--- src/hw/perf_cfg.svh ---
/*
 * Build-time sizing for the memory performance monitor.
 * Lane count must be at least 1; counters wrap silently at
 * PERF_CTR_BITS. The report period is only a default, the top
 * level and timer take it as a parameter.
 */

`ifndef PERF_CFG_SVH
`define PERF_CFG_SVH

// data-cache lanes watched by the monitor
`define PERF_DCACHE_NUM_REQS 4

// width of every counter and pending value
`define PERF_CTR_BITS 44

// cycles between periodic report strobes, counted 0..period
`define PERF_REPORT_PERIOD 10000

`endif

--- src/hw/perf_pkg.sv ---
/*
 * Shared types for the memory performance monitor.
 * Widths come from perf_cfg.svh; change the macros there,
 * not the typedefs here.
 */

`default_nettype none

`include "perf_cfg.svh"

package perf_pkg;

    // bits needed to count 0..lanes inclusive
    localparam int LANE_COUNT_BITS = $clog2(`PERF_DCACHE_NUM_REQS + 1);

    // unsigned, wraps on overflow
    typedef logic [`PERF_CTR_BITS-1:0] perf_ctr_t;

    // one bit per data-cache lane
    typedef logic [`PERF_DCACHE_NUM_REQS-1:0] lane_mask_t;

    typedef logic [LANE_COUNT_BITS-1:0] lane_count_t;

    // per-cycle change in outstanding loads, may go negative
    typedef logic signed [LANE_COUNT_BITS:0] pending_step_t;

endpackage

`default_nettype wire

--- src/hw/ifetch_perf_counter.sv ---
/*
 * Instruction-cache fetch counter and latency accumulator.
 * Passive: only samples valid/ready strobes, drives nothing back.
 * Latency grows each cycle by the reads outstanding before the edge,
 * so the sum over all fetches of their request-to-response cycles.
 * Expects in-order single-beat responses, one per request.
 */

`timescale 1ns/1ps
`default_nettype none

module ifetch_perf_counter (
    input  logic               clk,
    input  logic               reset,
    input  logic               icache_req_valid,
    input  logic               icache_req_ready,
    input  logic               icache_rsp_valid,
    input  logic               icache_rsp_ready,
    output perf_pkg::perf_ctr_t ifetches,
    output perf_pkg::perf_ctr_t ifetch_latency
);

    logic              req_fire;
    logic              rsp_fire;
    logic signed [1:0] pending_step;

    perf_pkg::perf_ctr_t ifetch_pending;

    assign req_fire = icache_req_valid && icache_req_ready;
    assign rsp_fire = icache_rsp_valid && icache_rsp_ready;

    // +1, 0 or -1 this cycle
    assign pending_step = $signed({1'b0, req_fire}) - $signed({1'b0, rsp_fire});

    always_ff @(posedge clk) begin
        if (reset) begin
            ifetch_pending <= '0;
        end else begin
            // signed step sign-extends into the counter width
            ifetch_pending <= ifetch_pending + perf_pkg::perf_ctr_t'(pending_step);
        end
    end

    always_ff @(posedge clk) begin
        if (reset) begin
            ifetches       <= '0;
            ifetch_latency <= '0;
        end else begin
            ifetches       <= ifetches + perf_pkg::perf_ctr_t'(req_fire);
            // pending value from before this edge
            ifetch_latency <= ifetch_latency + ifetch_pending;
        end
    end

    // a response needs a fetch in flight or one going out this cycle
    rsp_has_fetch: assert property (
        @(posedge clk) disable iff (reset)
        rsp_fire |-> (ifetch_pending != '0) || req_fire
    ) else $error("icache response with no fetch outstanding");

endmodule

`default_nettype wire

--- src/hw/dcache_perf_counter.sv ---
/*
 * Data-cache load/store counters and load latency accumulator.
 * Request fire masks are registered once, so loads and stores
 * appear one cycle after their fire cycle. Responses are counted
 * without delay and are all treated as load responses; stores are
 * assumed to return no response that reaches this port.
 */

`timescale 1ns/1ps
`default_nettype none

`include "perf_cfg.svh"

module dcache_perf_counter (
    input  logic                 clk,
    input  logic                 reset,
    input  perf_pkg::lane_mask_t dcache_req_valid,
    input  perf_pkg::lane_mask_t dcache_req_ready,
    input  perf_pkg::lane_mask_t dcache_req_rw,
    input  perf_pkg::lane_mask_t dcache_rsp_valid,
    input  perf_pkg::lane_mask_t dcache_rsp_ready,
    output perf_pkg::perf_ctr_t  loads,
    output perf_pkg::perf_ctr_t  stores,
    output perf_pkg::perf_ctr_t  load_latency
);

    perf_pkg::lane_mask_t    ld_fire;
    perf_pkg::lane_mask_t    st_fire;
    perf_pkg::lane_mask_t    rsp_fire;
    perf_pkg::lane_mask_t    ld_fire_r;
    perf_pkg::lane_mask_t    st_fire_r;
    perf_pkg::lane_count_t   ld_cnt;
    perf_pkg::lane_count_t   st_cnt;
    perf_pkg::lane_count_t   rsp_cnt;
    perf_pkg::pending_step_t load_step;
    perf_pkg::perf_ctr_t     load_pending;

    function automatic perf_pkg::lane_count_t popcount(input perf_pkg::lane_mask_t mask);
        perf_pkg::lane_count_t cnt;
        cnt = '0;
        for (int i = 0; i < `PERF_DCACHE_NUM_REQS; i++) begin
            cnt = cnt + perf_pkg::lane_count_t'(mask[i]);
        end
        return cnt;
    endfunction

    // rw high marks a store
    assign ld_fire  = dcache_req_valid & dcache_req_ready & ~dcache_req_rw;
    assign st_fire  = dcache_req_valid & dcache_req_ready & dcache_req_rw;
    assign rsp_fire = dcache_rsp_valid & dcache_rsp_ready;

    always_ff @(posedge clk) begin
        if (reset) begin
            ld_fire_r <= '0;
            st_fire_r <= '0;
        end else begin
            ld_fire_r <= ld_fire;
            st_fire_r <= st_fire;
        end
    end

    assign ld_cnt  = popcount(ld_fire_r);
    assign st_cnt  = popcount(st_fire_r);
    assign rsp_cnt = popcount(rsp_fire);

    // delayed load issues against same-cycle responses
    assign load_step = $signed({1'b0, ld_cnt}) - $signed({1'b0, rsp_cnt});

    always_ff @(posedge clk) begin
        if (reset) begin
            load_pending <= '0;
            loads        <= '0;
            stores       <= '0;
            load_latency <= '0;
        end else begin
            load_pending <= load_pending + perf_pkg::perf_ctr_t'(load_step);
            loads        <= loads + perf_pkg::perf_ctr_t'(ld_cnt);
            stores       <= stores + perf_pkg::perf_ctr_t'(st_cnt);
            load_latency <= load_latency + load_pending;
        end
    end

    // the delayed mask lets a response arrive one cycle after its request
    // and still be matched, otherwise pending would underflow
    rsp_within_pending: assert property (
        @(posedge clk) disable iff (reset)
        perf_pkg::perf_ctr_t'(rsp_cnt) <= load_pending + perf_pkg::perf_ctr_t'(ld_cnt)
    ) else $error("dcache responses exceed outstanding loads");

endmodule

`default_nettype wire

--- src/hw/perf_report_timer.sv ---
/*
 * Report strobe for the performance monitor.
 * Pulses for one cycle when busy falls and each time the period
 * counter sits at zero, so first in the cycle after reset and then
 * every REPORT_PERIOD+1 cycles. REPORT_PERIOD must be positive.
 * The strobe is held low while reset is asserted.
 */

`timescale 1ns/1ps
`default_nettype none

`include "perf_cfg.svh"

module perf_report_timer #(
    parameter int REPORT_PERIOD = `PERF_REPORT_PERIOD
) (
    input  logic clk,
    input  logic reset,
    input  logic busy,
    output logic report
);

    localparam int CNT_BITS = $clog2(REPORT_PERIOD + 1);

    logic                busy_prev;
    logic [CNT_BITS-1:0] period_cnt;

    always_ff @(posedge clk) begin
        if (reset) begin
            busy_prev  <= 1'b0;
            period_cnt <= '0;
        end else begin
            busy_prev <= busy;
            // counts 0..REPORT_PERIOD inclusive
            if (period_cnt == CNT_BITS'(REPORT_PERIOD)) begin
                period_cnt <= '0;
            end else begin
                period_cnt <= period_cnt + CNT_BITS'(1);
            end
        end
    end

    assign report = !reset && ((period_cnt == '0) || (busy_prev && !busy));

    period_in_range: assert property (
        @(posedge clk) disable iff (reset)
        period_cnt <= CNT_BITS'(REPORT_PERIOD)
    ) else $error("report period counter past its wrap value");

endmodule

`default_nettype wire

--- src/hw/core_mem_perf_monitor.sv ---
/*
 * Memory performance monitor for one core.
 * Watches the icache port and every dcache lane, counts fetches,
 * loads and stores, accumulates their latencies and raises a
 * report strobe. Purely passive; bus ready signals are not driven.
 */

`timescale 1ns/1ps
`default_nettype none

`include "perf_cfg.svh"

module core_mem_perf_monitor #(
    parameter int REPORT_PERIOD = `PERF_REPORT_PERIOD
) (
    input  logic                 clk,
    input  logic                 reset,

    // icache port strobes
    input  logic                 icache_req_valid,
    input  logic                 icache_req_ready,
    input  logic                 icache_rsp_valid,
    input  logic                 icache_rsp_ready,

    // dcache lane strobes, one bit per lane
    input  perf_pkg::lane_mask_t dcache_req_valid,
    input  perf_pkg::lane_mask_t dcache_req_ready,
    input  perf_pkg::lane_mask_t dcache_req_rw,
    input  perf_pkg::lane_mask_t dcache_rsp_valid,
    input  perf_pkg::lane_mask_t dcache_rsp_ready,

    input  logic                 busy,

    output perf_pkg::perf_ctr_t  ifetches,
    output perf_pkg::perf_ctr_t  ifetch_latency,
    output perf_pkg::perf_ctr_t  loads,
    output perf_pkg::perf_ctr_t  stores,
    output perf_pkg::perf_ctr_t  load_latency,
    output logic                 report
);

    ifetch_perf_counter u_ifetch (
        .clk              (clk),
        .reset            (reset),
        .icache_req_valid (icache_req_valid),
        .icache_req_ready (icache_req_ready),
        .icache_rsp_valid (icache_rsp_valid),
        .icache_rsp_ready (icache_rsp_ready),
        .ifetches         (ifetches),
        .ifetch_latency   (ifetch_latency)
    );

    dcache_perf_counter u_dcache (
        .clk              (clk),
        .reset            (reset),
        .dcache_req_valid (dcache_req_valid),
        .dcache_req_ready (dcache_req_ready),
        .dcache_req_rw    (dcache_req_rw),
        .dcache_rsp_valid (dcache_rsp_valid),
        .dcache_rsp_ready (dcache_rsp_ready),
        .loads            (loads),
        .stores           (stores),
        .load_latency     (load_latency)
    );

    perf_report_timer #(
        .REPORT_PERIOD (REPORT_PERIOD)
    ) u_report (
        .clk    (clk),
        .reset  (reset),
        .busy   (busy),
        .report (report)
    );

endmodule

`default_nettype wire

--- config.mk ---
export PLATFORM = sky130hd
export DESIGN_NAME = core_mem_perf_monitor
export DESIGN_NICKNAME = d
export VERILOG_FILES = /design/src/hw/perf_pkg.sv /design/src/hw/ifetch_perf_counter.sv /design/src/hw/dcache_perf_counter.sv /design/src/hw/perf_report_timer.sv /design/src/hw/core_mem_perf_monitor.sv
export VERILOG_INCLUDE_DIRS = /design/src /design/src/hw
export SDC_FILE = /design/constraint.sdc
export NUM_CORES = 1
export LEC_CHECK = 0
export BUFFER_PORTS_ARGS = -buffer_cell sky130_fd_sc_hd__buf_4
export CORE_ASPECT_RATIO = 0.6
export CORE_MARGIN = 8
export CORE_UTILIZATION = 25
export CTS_CLUSTER_SIZE = 30
export DETAILED_ROUTE_END_ITERATION = 10
export GPL_TIMING_DRIVEN = 0
export PLACE_DENSITY = 0.42
export SLEW_MARGIN = 20
export SYNTH_ARGS = -nofsm -noshare
export SYNTH_HDL_FRONTEND = slang
export SYNTH_SLANG_ARGS = --single-unit
--- constraint.sdc ---
create_clock -name clk -period 8.8 [get_ports clk]
set_input_delay 0.44 -clock clk [delete_from_list [all_inputs] [get_ports clk]]
set_output_delay 0.44 -clock clk [all_outputs]
set_load 0.01 [all_outputs]
Word level (Yosys, flattened, before mapping) --
Cells that the tools add are included.
Word-level totals: bits in registers 331, latch bits 0, memory bits (writable) 0, memory bits (read-only) 0, input bits 27, output and inout port bits 221, word-level logic and storage cells 45, memories kept 0
Cells by class: add/sub/neg operators 19, $mul 0, div/mod/pow operators 0, magnitude comparators 0, equality and inequality tests 1, shift-type cells 0, muxes and demuxes 0, bitwise logic cells 5, reduce and logical (&&, ||, !) cells 9
Operators by type and width (count):
- adder 44 bit | 4
- adder 44 x 3 -> 44 bit | 2
- adder 44 x 1 -> 44 bit | 1
- adder 3 x 1 -> 3 bit | 6
- AND 4 bit | 4
- adder 14 x 1 -> 14 bit, second input constant | 1
- == test 14 bit, second input constant | 1
- logical NOT 14 bit | 1
- adder 1 x 1 -> 2 bit | 3
- logical AND 1 bit | 4
- NOT 4 bit | 1
- subtractor 3 x 3 -> 4 bit | 1
- logical NOT 1 bit | 2
- OR reduction 2 bit | 1
- subtractor 1 x 1 -> 2 bit | 1
- logical OR 1 bit | 1

Longest topological paths before layout --
Gate-level depths: netlist (run 1).
depth in word-level cells 6, mapped depth 20, mapped depth without buffers 19

Modules after synthesis --
Synthesis (run 1) repeated with hierarchy kept, for this count alone.
Second synthesis, totals: cells, all modules 2801, area, all modules 22220.1 um2
By module, submodules not included:
- dcache_perf_counter | times used 1, cells an instance 1363, area an instance 11267.1 um2, sequential area each 3683.5 um2
- ifetch_perf_counter | times used 1, cells an instance 1359, area an instance 10261.1 um2, sequential area each 2642.5 um2
- perf_report_timer | times used 1, cells an instance 79, area an instance 691.9 um2, sequential area each 300.3 um2

Least setup slack after synthesis (run 1) --
OpenSTA, ideal clock, no wires.
path type input-to-reg, from input port dcache_rsp_valid[0], to register u_dcache.load_pending[36], library setup time 128 ps, arrival time 6158 ps, data required time 8672 ps, path slack 2515 ps, stages on the path 19, path buffers 0, path through and2_1 ha_1 fa_1 ha_1 inv_1 ha_1 a21o_1 a21oi_1 ha_1 a21oi_1 o21ai_1 a2111o_1 a21oi_1 a21oi_1 o21ai_0 o21ai_0 a31oi_1 xor2_1 nor2_1
On the way: longest elaborated chain between the ends 6
RTL lines:
- start: declaration | RTL line core_mem_perf_monitor.sv:29 | input perf_pkg::lane_mask_t dcache_rsp_valid,
- AND 4 bit | RTL line dcache_perf_counter.sv:50 | assign rsp_fire = dcache_rsp_valid & dcache_rsp_ready;
- adder 1 x 1 -> 2 bit | RTL line dcache_perf_counter.sv:42 | cnt = cnt + perf_pkg::lane_count_t'(mask[i]);
- adder 3 x 1 -> 3 bit (2 in series) | RTL line dcache_perf_counter.sv:42
- subtractor 3 x 3 -> 4 bit | RTL line dcache_perf_counter.sv:67 | assign load_step = $signed({1'b0, ld_cnt}) - $signed({1'b0, rsp_cnt});
- adder 44 bit | RTL line dcache_perf_counter.sv:76 | load_pending <= load_pending + perf_pkg::perf_ctr_t'(load_step);
- end signal: assignment | RTL line dcache_perf_counter.sv:76
- end: declaration | RTL line dcache_perf_counter.sv:36 | perf_pkg::perf_ctr_t load_pending;
No other way between the ends. A chain may end at the register's enable or synchronous reset.

Final worst setup path (run 1) --
from register u_dcache.ld_fire_r[0], to register u_dcache.load_pending[36]
On the way: longest elaborated chain between the ends 5
RTL lines:
- start: declaration | RTL line dcache_perf_counter.sv:30 | perf_pkg::lane_mask_t ld_fire_r;
- start signal: assignment | RTL line dcache_perf_counter.sv:57 | ld_fire_r <= ld_fire;
- adder 1 x 1 -> 2 bit | RTL line dcache_perf_counter.sv:42
- adder 3 x 1 -> 3 bit (2 in series) | RTL line dcache_perf_counter.sv:42
- subtractor 3 x 3 -> 4 bit | RTL line dcache_perf_counter.sv:67
- adder 44 bit | RTL line dcache_perf_counter.sv:76
No other way between the ends.

==> flow_metrics.tcl, run 1 <==
set metrics [dict create \
    htreeDepth 2 \
    status "finished clean" \
    place_ws_ns 2.48 \
    drive_above_1_share 0.136 \
    gp_congestion 0.859 \
    yosysSeqAreaShare 0.327 \
    initial_core_util 0.251 \
    num_vias 18300 \
    avgSynthCellArea_um2 8.25 \
    fin_tns_setup_ns 0 \
    hp-class "in2reg" \
    internal_power_uw 4090 \
    synth_area_um2 20300 \
    io_buffers 247 \
    yosys_register_bits 331 \
    synth_edf_count 0 \
    grt_pass1_wl_um 106000 \
    worstPathRequired_ns 9.25 \
    rsz0062_at_grt "no" \
    cpMostUsedCell "ha_1" \
    critical_path.startpoint_type "flop" \
    pwr-share-seq 0.290 \
    worst_path_largest_cell_delay_ns 0.56 \
    synthDistinctLibCells 86 \
    period_needed_ns 5.91 \
    io_pins 248 \
    vdd_drop_max_v 0.000132 \
    grt.overflow.total 0 \
    cts_made_buffers 42 \
    clkPwrFrac 0.268 \
    crit_chain "ha_1 > inv_1 > fa_1 > inv_1 > ha_1 > ha_1 > a21o_1 > a21oi_4 > buf_16 > ha_1 > a21oi_1 > o21ai_1 > a2111o_1 > a21oi_1 > a21oi_1 > o21ai_0 > o21ai_0 > a31oi_1 > xor2_1 > nor2_1" \
    final_util 0.310 \
    clkLatencyLatePin_ns 0.58 \
    drtPass1Iterations 8 \
    pwr-share-comb 0.443 \
    setup.worst_path.end_class "flop" \
    nets 2986 \
    fin_area_um2 25000 \
    wl_per_cell_um 17.7 \
    maxSlewViolCount 0 \
    dp_hpwl_um 54200 \
    critPathKind "reg2reg" \
    cts_tree "done" \
    ys.flop_type "dfxtp_1" \
    cp_slowest_cell "a21oi_4" \
    syn-num-nets 2688 \
    drt_iter0_drc 1047 \
    fin_ws_ns 2.89 \
    die_h_um 237 \
    hold_ws_ns 0.163 \
    syn2layout_area_growth_pct 23.4 \
    die_x_um 384 \
    path_max_fanout 24 \
    cts_sinks 331 \
    switchingPower_uw 2710 \
    synth_cells 2459 \
    fmax_ghz 0.169 \
    cts.repair.resized 0 \
    min_period_over_period 0.672 \
    fp-row-count 81 \
    yosys_warnings 0 \
    core-area_um2 80900 \
    die_area_um2 90800 \
    ff2ff_path_depth 20 \
    grt_usage 0.146 \
    finalSetupViolCount 0 \
    synthArstFlopShare 0 \
    ant_nets 0 \
    grt_pass1_vias 17700 \
    finClkSkew_ns 0.0229 \
    hold_depth 3 \
    power_density_nw_per_um2 272 \
    antenna_found_initial 2 \
    hold_viol 0 \
    grt_max_degree 28 \
    wirelength_um 68700 \
    cap_violations 0 \
    routed_via_density 4.72 \
    switching_share 0.399 \
    postCtsSetupBuffers 0 \
    leakage_uw 0.0109 \
    tightest_slew_ns 1.15 \
    drc_errors 0 \
    maxSlewHeadroom 0.225 \
    critical_path_arrival_ns 6.36 \
    place_area_um2 23600 \
    clk_pin_slew_ns 0.06 \
    clk_root_buffer_cell "clkbuf_16" \
    cts_buffer_depth 3 \
]
## sequential cells by signal (all words and copies together), names as in the netlist
signal / count
u_report.period_cnt: 14
u_dcache.st_fire_r: 4
u_dcache.ld_fire_r: 4
u_dcache.load_latency: 44
u_ifetch.ifetch_latency: 44
u_ifetch.ifetch_pending: 44
u_report.busy_prev: 1
u_dcache.load_pending: 44
u_dcache.loads: 44
u_ifetch.ifetches: 44
u_dcache.stores: 44
## power by group through the flow
stage	Combinational, uW	Clock (uW)	Sequential, uW
floorplan	2080	0	1990
global placement	2940	0	2010
detailed placement	2960	0	2010
CTS	2990	1900	1980
global route	3360	1960	2000
finish	3010	1820	1970
## layout make-up
type,instances,area (um2)
timing repair buffer,254,1950
buffer,87,338
tap,1079,1350
sequential,331,6630
multi-input combinational,1960,13000
inverter,81,304
antenna,1,2.50
clock buffer,62,1260
clock inverter,14,166
fill,8641,55800
## synth_stat cells, types with 17 or more instances
master    instances  area (um2)
clkbuf_1         77         289
nor3_1           35         175
a21oi_1         192         961
o21ai_0         118         591
nand2b_1         23         144
dfxtp_1         331        6630
and2_1           19         119
inv_1            81         304
nor2b_1          45         282
nand4_1          59         369
and3_1           47         294
nand2_1         159         597
a31oi_1          17         106
nand3_1          76         380
xnor2_1         109         955
o21a_1           22         165
xor2_1          154        1350
ha_1            192        2400
or3_1            32         200
nor2_1          370        1390
a21o_1           88         661
o21bai_1         28         210
## critical path: cells and delay by family (launching register included)
| kind | cells | cell delay (ns) |
|---|---|---|
| compound gates | 10 | 3.35 |
| xor+xnor | 1 | 0.18 |
| fa+ha+maj | 5 | 1.50 |
| buf+inv | 3 | 0.37 |
| flops | 1 | 0.31 |
| simple gates | 1 | 0.05 |
## final timing paths
path / from / to / slack [ns]
worst max-delay path: u_dcache.ld_fire_r[0] / u_dcache.load_pending[36] / 2.89
worst min-delay path: reset / u_dcache.load_latency[42] / 0.16
worst max register to register: u_dcache.ld_fire_r[0] / u_dcache.load_pending[36] / 2.89
worst min register to register: u_report.period_cnt[0] / u_report.period_cnt[0] / 0.49
## metrics by stage
step	cells	power [uW]
after detailed placement	3788	4970
after global routing	3868	7320
after CTS	3868	6870
after global placement	3785	4940
after floorplan	2459	4060
final	3869	6800
## layout by cell type, fill, tap and decap left out, types with 88 or more instances in the layout
cell	synthesis	routed
dfxtp_1	331	331
nand2_1	159	159
o21ai_0	118	118
xor2_1	154	154
nor2_1	370	370
ha_1	192	191
a21o_1	88	88
xnor2_1	109	109
a21oi_1	192	191
buf_4	0	247
## metal layers
layer / wire length (um) / up-vias / global-route usage
met2: 26100 / 389 / 0.199
met4: 1080 / 0 / 0.0288
li1: - / 9274 / -
met1: 37000 / 8548 / 0.226
met3: 4370 / 69 / 0.0373
met5: 0 / - / 0
## what timing repair did
item,CTS,global route
endpoints found under the hold margin,4,0
hold buffers,4,0
setup endpoints to repair,0,0
## cells by family (layout without fill, tap and decap cells)
family / after synthesis / after routing / synth area share
other: 0 / 1 / 0
AND/OR/NAND/NOR: 903 / 903 / 0.209
multiplexers: 5 / 5 / 0.00277
AO/OA/AOI/OAI: 587 / 587 / 0.188
XOR/XNOR: 263 / 263 / 0.114
flip-flops: 331 / 331 / 0.327
adder cells (fa/ha/maj): 202 / 202 / 0.128
buffers and inverters: 168 / 498 / 0.0315
Note: power is estimated with default switching activity, not from simulation.
==> run 2, diff against run 1 <==
--- a/config.mk
+++ b/config.mk
@@ -6,6 +6,7 @@
 export SDC_FILE = /design/constraint.sdc
 export NUM_CORES = 1
 export LEC_CHECK = 0
+export ABC_AREA = 1
 export BUFFER_PORTS_ARGS = -buffer_cell sky130_fd_sc_hd__buf_4
 export CORE_ASPECT_RATIO = 0.6
 export CORE_MARGIN = 8
@@ -13,7 +14,7 @@
 export CTS_CLUSTER_SIZE = 30
 export DETAILED_ROUTE_END_ITERATION = 10
 export GPL_TIMING_DRIVEN = 0
-export PLACE_DENSITY = 0.42
+export PLACE_DENSITY = 0.41
 export SLEW_MARGIN = 20
 export SYNTH_ARGS = -nofsm -noshare
 export SYNTH_HDL_FRONTEND = slang
==> constraint.sdc (replaced) <==
create_clock -name clk -period 6.2 [get_ports clk]
set_input_delay 0.31 -clock clk [delete_from_list [all_inputs] [get_ports clk]]
set_output_delay 0.31 -clock clk [all_outputs]
set_load 0.01 [all_outputs]
==> run 2 against run 1 <==
Area after synthesis is 29% higher. Global-route usage is 4.0 points higher. Critical path depth stayed put. Routed wire length is 63% higher. Synthesized cell count is 86% higher. Non-clock buffer count is 40 lower. Maximum frequency is 30% higher. Via count is 56% higher. Sequential cell count stayed put. Hold slack better by 0.055 ns. Register-to-register slack worse by 1.2 ns.
==> flow_metrics.tcl, run 2 <==
set metrics [dict create \
    met1_length_um 62400 \
    vdd_drop_max_v 0.000174 \
    postCtsSetupBuffers 0 \
    grt.overflow.total 0 \
    critical_path_arrival_ns 5.02 \
    maxSlewHeadroom 0.283 \
    initial_core_util 0.251 \
    synth_edf_count 0 \
    fin_tns_setup_ns 0 \
    routed-wl-met3_um 9330 \
    hold_depth 6 \
    synth_area_um2 26300 \
    cts_buffer_depth 3 \
    rsz0062_at_grt "no" \
    synthDistinctLibCells 40 \
    layout_commonest_cell "nand2_1" \
    path_max_fanout 31 \
    drtPass1Iterations 6 \
    setup.worst_path.end_class "flop" \
    yosysMostFrequentCell "nand2_1" \
    grt_max_degree 32 \
    drive_above_1_share 0.0825 \
    drc_errors 0 \
    synth_top_cell_area_share 0.252 \
    r2r-start "u_dcache.ld_fire_r[1]" \
    cts_sinks 331 \
    routed_via_density 4.50 \
    num_vias 28500 \
    syn2layout_area_growth_pct 20.3 \
    min_to "u_ifetch.ifetches[0]" \
    yosys_register_bits 331 \
    io_pins 248 \
    syn-num-nets 4815 \
    synth_area_leaders "dfxtp_1, nand2_1, inv_1" \
    wirelength_um 112000 \
    htreeDepth 2 \
    yosysSeqAreaShare 0.252 \
    layout.cells.non_filler 6342 \
    clk_root_buffer_cell "clkbuf_16" \
    worstReg2RegEnd "u_dcache.load_pending[40]" \
    ff2ff_path_depth 20 \
    fp-row-count 92 \
    fmax_ghz 0.221 \
    grt_usage 0.186 \
    synth_cells 4586 \
    synthArstFlopShare 0 \
    synth_top_area_cell "dfxtp_1" \
    nets 5125 \
    gp_congestion 0.883 \
    ys_top_cells_by_count "nand2_1, inv_1, nor2_1, a21oi_1, dfxtp_1" \
    grt_pass1_wl_um 165000 \
    cts_tree "done" \
    critical_path.startpoint_type "flop" \
    maxSlewViolCount 0 \
    avgSynthCellArea_um2 5.73 \
    core-area_um2 105000 \
    die_area_um2 116000 \
    grt_pass1_vias 25800 \
    antenna_found_initial 4 \
    tightest_slew_ns 1.08 \
    critPathKind "reg2reg" \
    die_x_um 434 \
    period_needed_ns 4.53 \
    io_buffers 246 \
    hp-class "in2reg" \
    finalSetupViolCount 0 \
    cts_made_buffers 43 \
    finClkSkew_ns 0.0308 \
    hold_viol 0 \
    status "finished clean" \
    clkLatencyLatePin_ns 0.61 \
    power_density_nw_per_um2 325 \
    leakage_uw 0.0159 \
    ys.flop_type "dfxtp_1" \
    worstPathRequired_ns 6.69 \
    clk_pin_slew_ns 0.07 \
    r2r_setup_slack_ns 1.67 \
    dp_hpwl_um 94300 \
    cap_violations 0 \
    dpl.cell_count 6244 \
    wl_per_cell_um 17.7 \
    yosys_warnings 0 \
    top_layer "met4" \
    ant_nets 0 \
    drt_iter0_drc 2553 \
    die_h_um 267 \
    power_uw 10300 \
    hold_start "icache_req_ready" \
    dr_wl_met2_um 38800 \
    min_period_over_period 0.731 \
    final_cell_mix "nand2_1, inv_1, nor2_1" \
]
[run 2: changes by cell type in the layout (fill, tap and decap cells not counted), sizes merged, moves of 45 or more]
cell,before,now
a21o,88,0
xnor2,109,10
nand2,159,1582
a21oi,195,358
inv,83,840
nor3,37,87
and3,47,0
clkbuf,140,89
nor2b,45,0
nor2,370,600
xor2,154,12
nand3,76,261
[run 2: power by group]
group | internal, uW | switching [uW] | total (uW) | leakage (uW)
combinational | 1520 | 3210 | 4720 | 0.0124
clock | 1600 | 1170 | 2770 | 0.000735
sequential | 2460 | 324 | 2790 | 0.00271
total | 5580 | 4700 | 10300 | 0.0159
[run 2: area by class of cell]
cell class / instances / area [um2]
clock buffers: 61 / 1260
plain buffers: 36 / 148
multi-input cells: 3378 / 16300
diodes: 1 / 2.50
clock inverters: 19 / 245
inverters: 841 / 3160
repair buffers: 265 / 2060
flip-flops and latches: 331 / 6630
fillers: 12000 / 73000
well taps: 1410 / 1760
[run 2: worst max-delay path by stage]
stage | startpoint | to | slack (ns) | cells past startpoint
6_report | u_dcache.ld_fire_r[1] | u_dcache.load_pending[40] | 1.67 | 20
5_1_grt | u_dcache.ld_fire_r[1] | u_dcache.load_pending[32] | 1.33 | 21
4_1_cts | u_dcache.ld_fire_r[0] | u_dcache.load_pending[40] | 1.69 | 20
3_5_place_dp | dcache_rsp_valid[0] | u_dcache.load_pending[40] | 1.22 | 22
3_3_place_gp | dcache_rsp_valid[0] | u_dcache.load_pending[40] | 0.44 | 21
2_1_floorplan | dcache_rsp_valid[0] | u_dcache.load_pending[40] | 2.26 | 20
[run 2: cell families (layout without fill, tap and decap cells)]
family / Yosys count / in the layout / synth area share
and+or+nand+nor: 2641 / 2641 / 0.413
buffers and inverters: 877 / 1222 / 0.125
AOI/OAI and AO/OA: 513 / 513 / 0.103
DFF: 331 / 331 / 0.252
adders and majority gates: 202 / 202 / 0.0991
xor gates and xnor gates: 22 / 22 / 0.00734
other: 0 / 1 / 0
[run 2: metrics by stage]
step	setup WS, ns	hold WS [ns]	utilization	area [um2]
floorplan	2.26	0.387	-	26300
global placement	0.439	0.452	0.286	29900
detailed placement	1.22	0.457	0.286	29900
CTS	1.69	0.166	0.302	31600
global route	1.33	0.208	0.302	31600
finish	1.67	0.218	0.302	31600
[run 2: metal layers]
metal  track usage  up-vias
met1         0.310    12700
met3        0.0436       85
met4        0.0280        0
met5             0        -
met2         0.233      771
li1              -    14900
[run 2: timing repair]
action	4_1_cts	5_1_grt
gates resized for setup	0	0
endpoints found under the hold margin	9	0
hold buffers	17	0
[run 2: worst max-delay path, stage by stage, from the launching register on]
cell and delay (ns):
dfxtp_1 0.31, ha_1 0.26, inv_1 0.04, fa_1 0.36
inv_1 0.06, ha_1 0.29, ha_1 0.31, nand3b_1 0.07
nand2_1 0.18, inv_2 0.16, buf_12 0.20, ha_1 0.37
nand2_1 0.13, nor2_1 0.58, nand2_1 0.15, nor2_1 0.13
nand2_1 0.07, nand3_1 0.34, nand2_1 0.13, a21oi_1 0.16
nor2_1 0.06
==> run 3, diff against run 2 <==
==> constraint.sdc (replaced) <==
create_clock -name clk -period 4.28 [get_ports clk]
set_input_delay 0.214 -clock clk [delete_from_list [all_inputs] [get_ports clk]]
set_output_delay 0.214 -clock clk [all_outputs]
set_load 0.01 [all_outputs]
==> run 3 against run 2 <==
Clock power is 44% higher. Setup slack got worse by 1.4 ns. Cell area increased by 0.27%. Hold slack got worse by 0.096 ns. Clock skew is essentially flat. Highest routed layer unchanged.
==> flow_metrics.tcl, run 3 (synthesis results as in run 2) <==
set metrics [dict create \
    status "finished clean" \
    r2r-start "u_dcache.ld_fire_r[1]" \
    path_max_fanout 31 \
    grt_max_degree 32 \
    critical_path_arrival_ns 4.49 \
    io_pins 248 \
    die_x_um 434 \
    cap_violations 0 \
    final_util 0.303 \
    initial_core_util 0.251 \
    drc_errors 0 \
    fin_area_um2 31700 \
    maxSlewHeadroom 0.276 \
    tightest_slew_ns 1.09 \
    hold_depth 6 \
    maxSlewViolCount 0 \
    leakage_uw 0.0159 \
    place_area_um2 29900 \
    pwr-share-seq 0.270 \
    routed_via_density 4.51 \
    power_density_nw_per_um2 472 \
    fin_ws_ns 0.268 \
    min_to "u_ifetch.ifetches[0]" \
    nets 5125 \
    cts_buffer_depth 3 \
    cp_slowest_cell "ha_1" \
    r2r_setup_slack_ns 0.27 \
    gp_congestion 0.883 \
    grt.overflow.total 0 \
    fmax_ghz 0.249 \
    critPathKind "reg2reg" \
    pwr-share-comb 0.462 \
    cts_made_buffers 43 \
    antenna_found_initial 4 \
    die_h_um 267 \
    vdd_drop_max_v 0.000253 \
    dp_hpwl_um 94300 \
    finClkSkew_ns 0.0303 \
    critical_path.startpoint_type "flop" \
    syn2layout_area_growth_pct 20.7 \
    place_ws_ns -0.604 \
    final_cell_mix "nand2_1, inv_1, nor2_1" \
    clkPwrFrac 0.268 \
    finalSetupViolCount 0 \
    period_needed_ns 4.01 \
    num_vias 28600 \
    core-area_um2 105000 \
    switching_share 0.458 \
    internal_power_uw 8110 \
    die_area_um2 116000 \
    min_period_over_period 0.937 \
    clk_root_buffer_cell "clkbuf_16" \
    setup.worst_path.end_class "flop" \
    layout_commonest_cell "nand2_1" \
    grt_usage 0.186 \
    grt_pass1_wl_um 165000 \
    cts_sinks 331 \
    crit_chain "ha_1 > inv_1 > fa_1 > inv_1 > ha_1 > ha_1 > nand3b_1 > nand2_2 > inv_4 > buf_12 > ha_1 > nand2_1 > inv_1 > nand2_1 > nor2_1 > nand4_1 > nand3_1 > nand2_1 > a21oi_1 > nor2_1" \
    io_buffers 246 \
    htreeDepth 2 \
    worstReg2RegEnd "u_dcache.load_pending[35]" \
    hold_viol 0 \
    ff2ff_path_depth 20 \
    wl_per_cell_um 17.7 \
    clkLatencyLatePin_ns 0.61 \
    wirelength_um 112000 \
    postCtsSetupBuffers 0 \
    grt_pass1_vias 25800 \
    hold_start "icache_req_ready" \
    cts_tree "done" \
    switchingPower_uw 6840 \
    drt_iter0_drc 2512 \
    clk_pin_slew_ns 0.06 \
    drtPass1Iterations 6 \
    drive_above_1_share 0.0856 \
    ant_nets 0 \
    worstPathRequired_ns 4.76 \
    worst_path_largest_cell_delay_ns 0.38 \
    cpMostUsedCell "ha_1" \
    hp-class "in2reg" \
    fp-row-count 92 \
]
==> run 3: power by group through the flow <==
stage | clock (uW) | combinational, uW | sequential (uW)
3_3_place_gp | 0 | 6680 | 4130
3_5_place_dp | 0 | 6690 | 4120
2_1_floorplan | 0 | 4370 | 3970
6_report | 4000 | 6910 | 4040
4_1_cts | 4150 | 6760 | 4060
5_1_grt | 4260 | 7760 | 4090
==> run 3: cell type report <==
class,instances,area [um2]
fillers,11900,72900
clock inverters,19,245
inverters,841,3160
well taps,1410,1760
clock buffers,61,1260
flip-flops and latches,331,6630
multi-input cells,3378,16400
repair buffers,265,2060
diodes,1,2.50
plain buffers,36,148
==> run 3: through the flow <==
| stage | hold WS [ns] | instances | setup TNS [ns] | power, uW |
|---|---|---|---|---|
| CTS | 0.0700 | 6341 | 0 | 15000 |
| finish | 0.122 | 6342 | 0 | 15000 |
| global placement | 0.396 | 6242 | -41.23 | 10800 |
| detailed placement | 0.392 | 6244 | -7.11 | 10800 |
| floorplan | 0.291 | 4586 | 0 | 8340 |
| global route | 0.112 | 6341 | -0.0260 | 16100 |
==> run 3: worst max-delay path by stage <==
stage                               start                        end  slack (ns)  cells past startpoint
detailed placement    dcache_rsp_valid[0]  u_dcache.load_pending[40]       -0.60                     22
global placement      dcache_rsp_valid[0]  u_dcache.load_pending[40]       -1.39                     21
global route        u_dcache.ld_fire_r[1]  u_dcache.load_pending[40]       -0.02                     21
floorplan             dcache_rsp_valid[0]  u_dcache.load_pending[40]        0.44                     20
CTS                 u_dcache.ld_fire_r[0]  u_dcache.load_pending[40]        0.04                     21
finish              u_dcache.ld_fire_r[1]  u_dcache.load_pending[35]        0.27                     20
==> run 3: timing repair <==
action                                 4_1_cts  5_1_grt
hold buffers                                17        0
setup endpoints to repair                    7       27
endpoints found under the hold margin        9        0
gates resized for setup                      6       14
pin swaps                                    0        2
==> run 3: routing by layer <==
metal | GRT usage | share of wire | vias to the layer above
met2 | 0.233 | 0.35 | 825
met5 | 0 | 0 | -
li1 | - | - | 14900
met3 | 0.0436 | 0.084 | 81
met1 | 0.310 | 0.56 | 12700
met4 | 0.0280 | 0.013 | 0
==> run 3: critical path: cells and delay by family (launching register included) <==
family,cells,cell delay (ns)
AND/OR/NAND/NOR,9,1.32
buffers and inverters,5,0.48
flip-flops,1,0.31
adder cells (fa/ha/maj),5,1.59
AO/OA/AOI/OAI,1,0.15
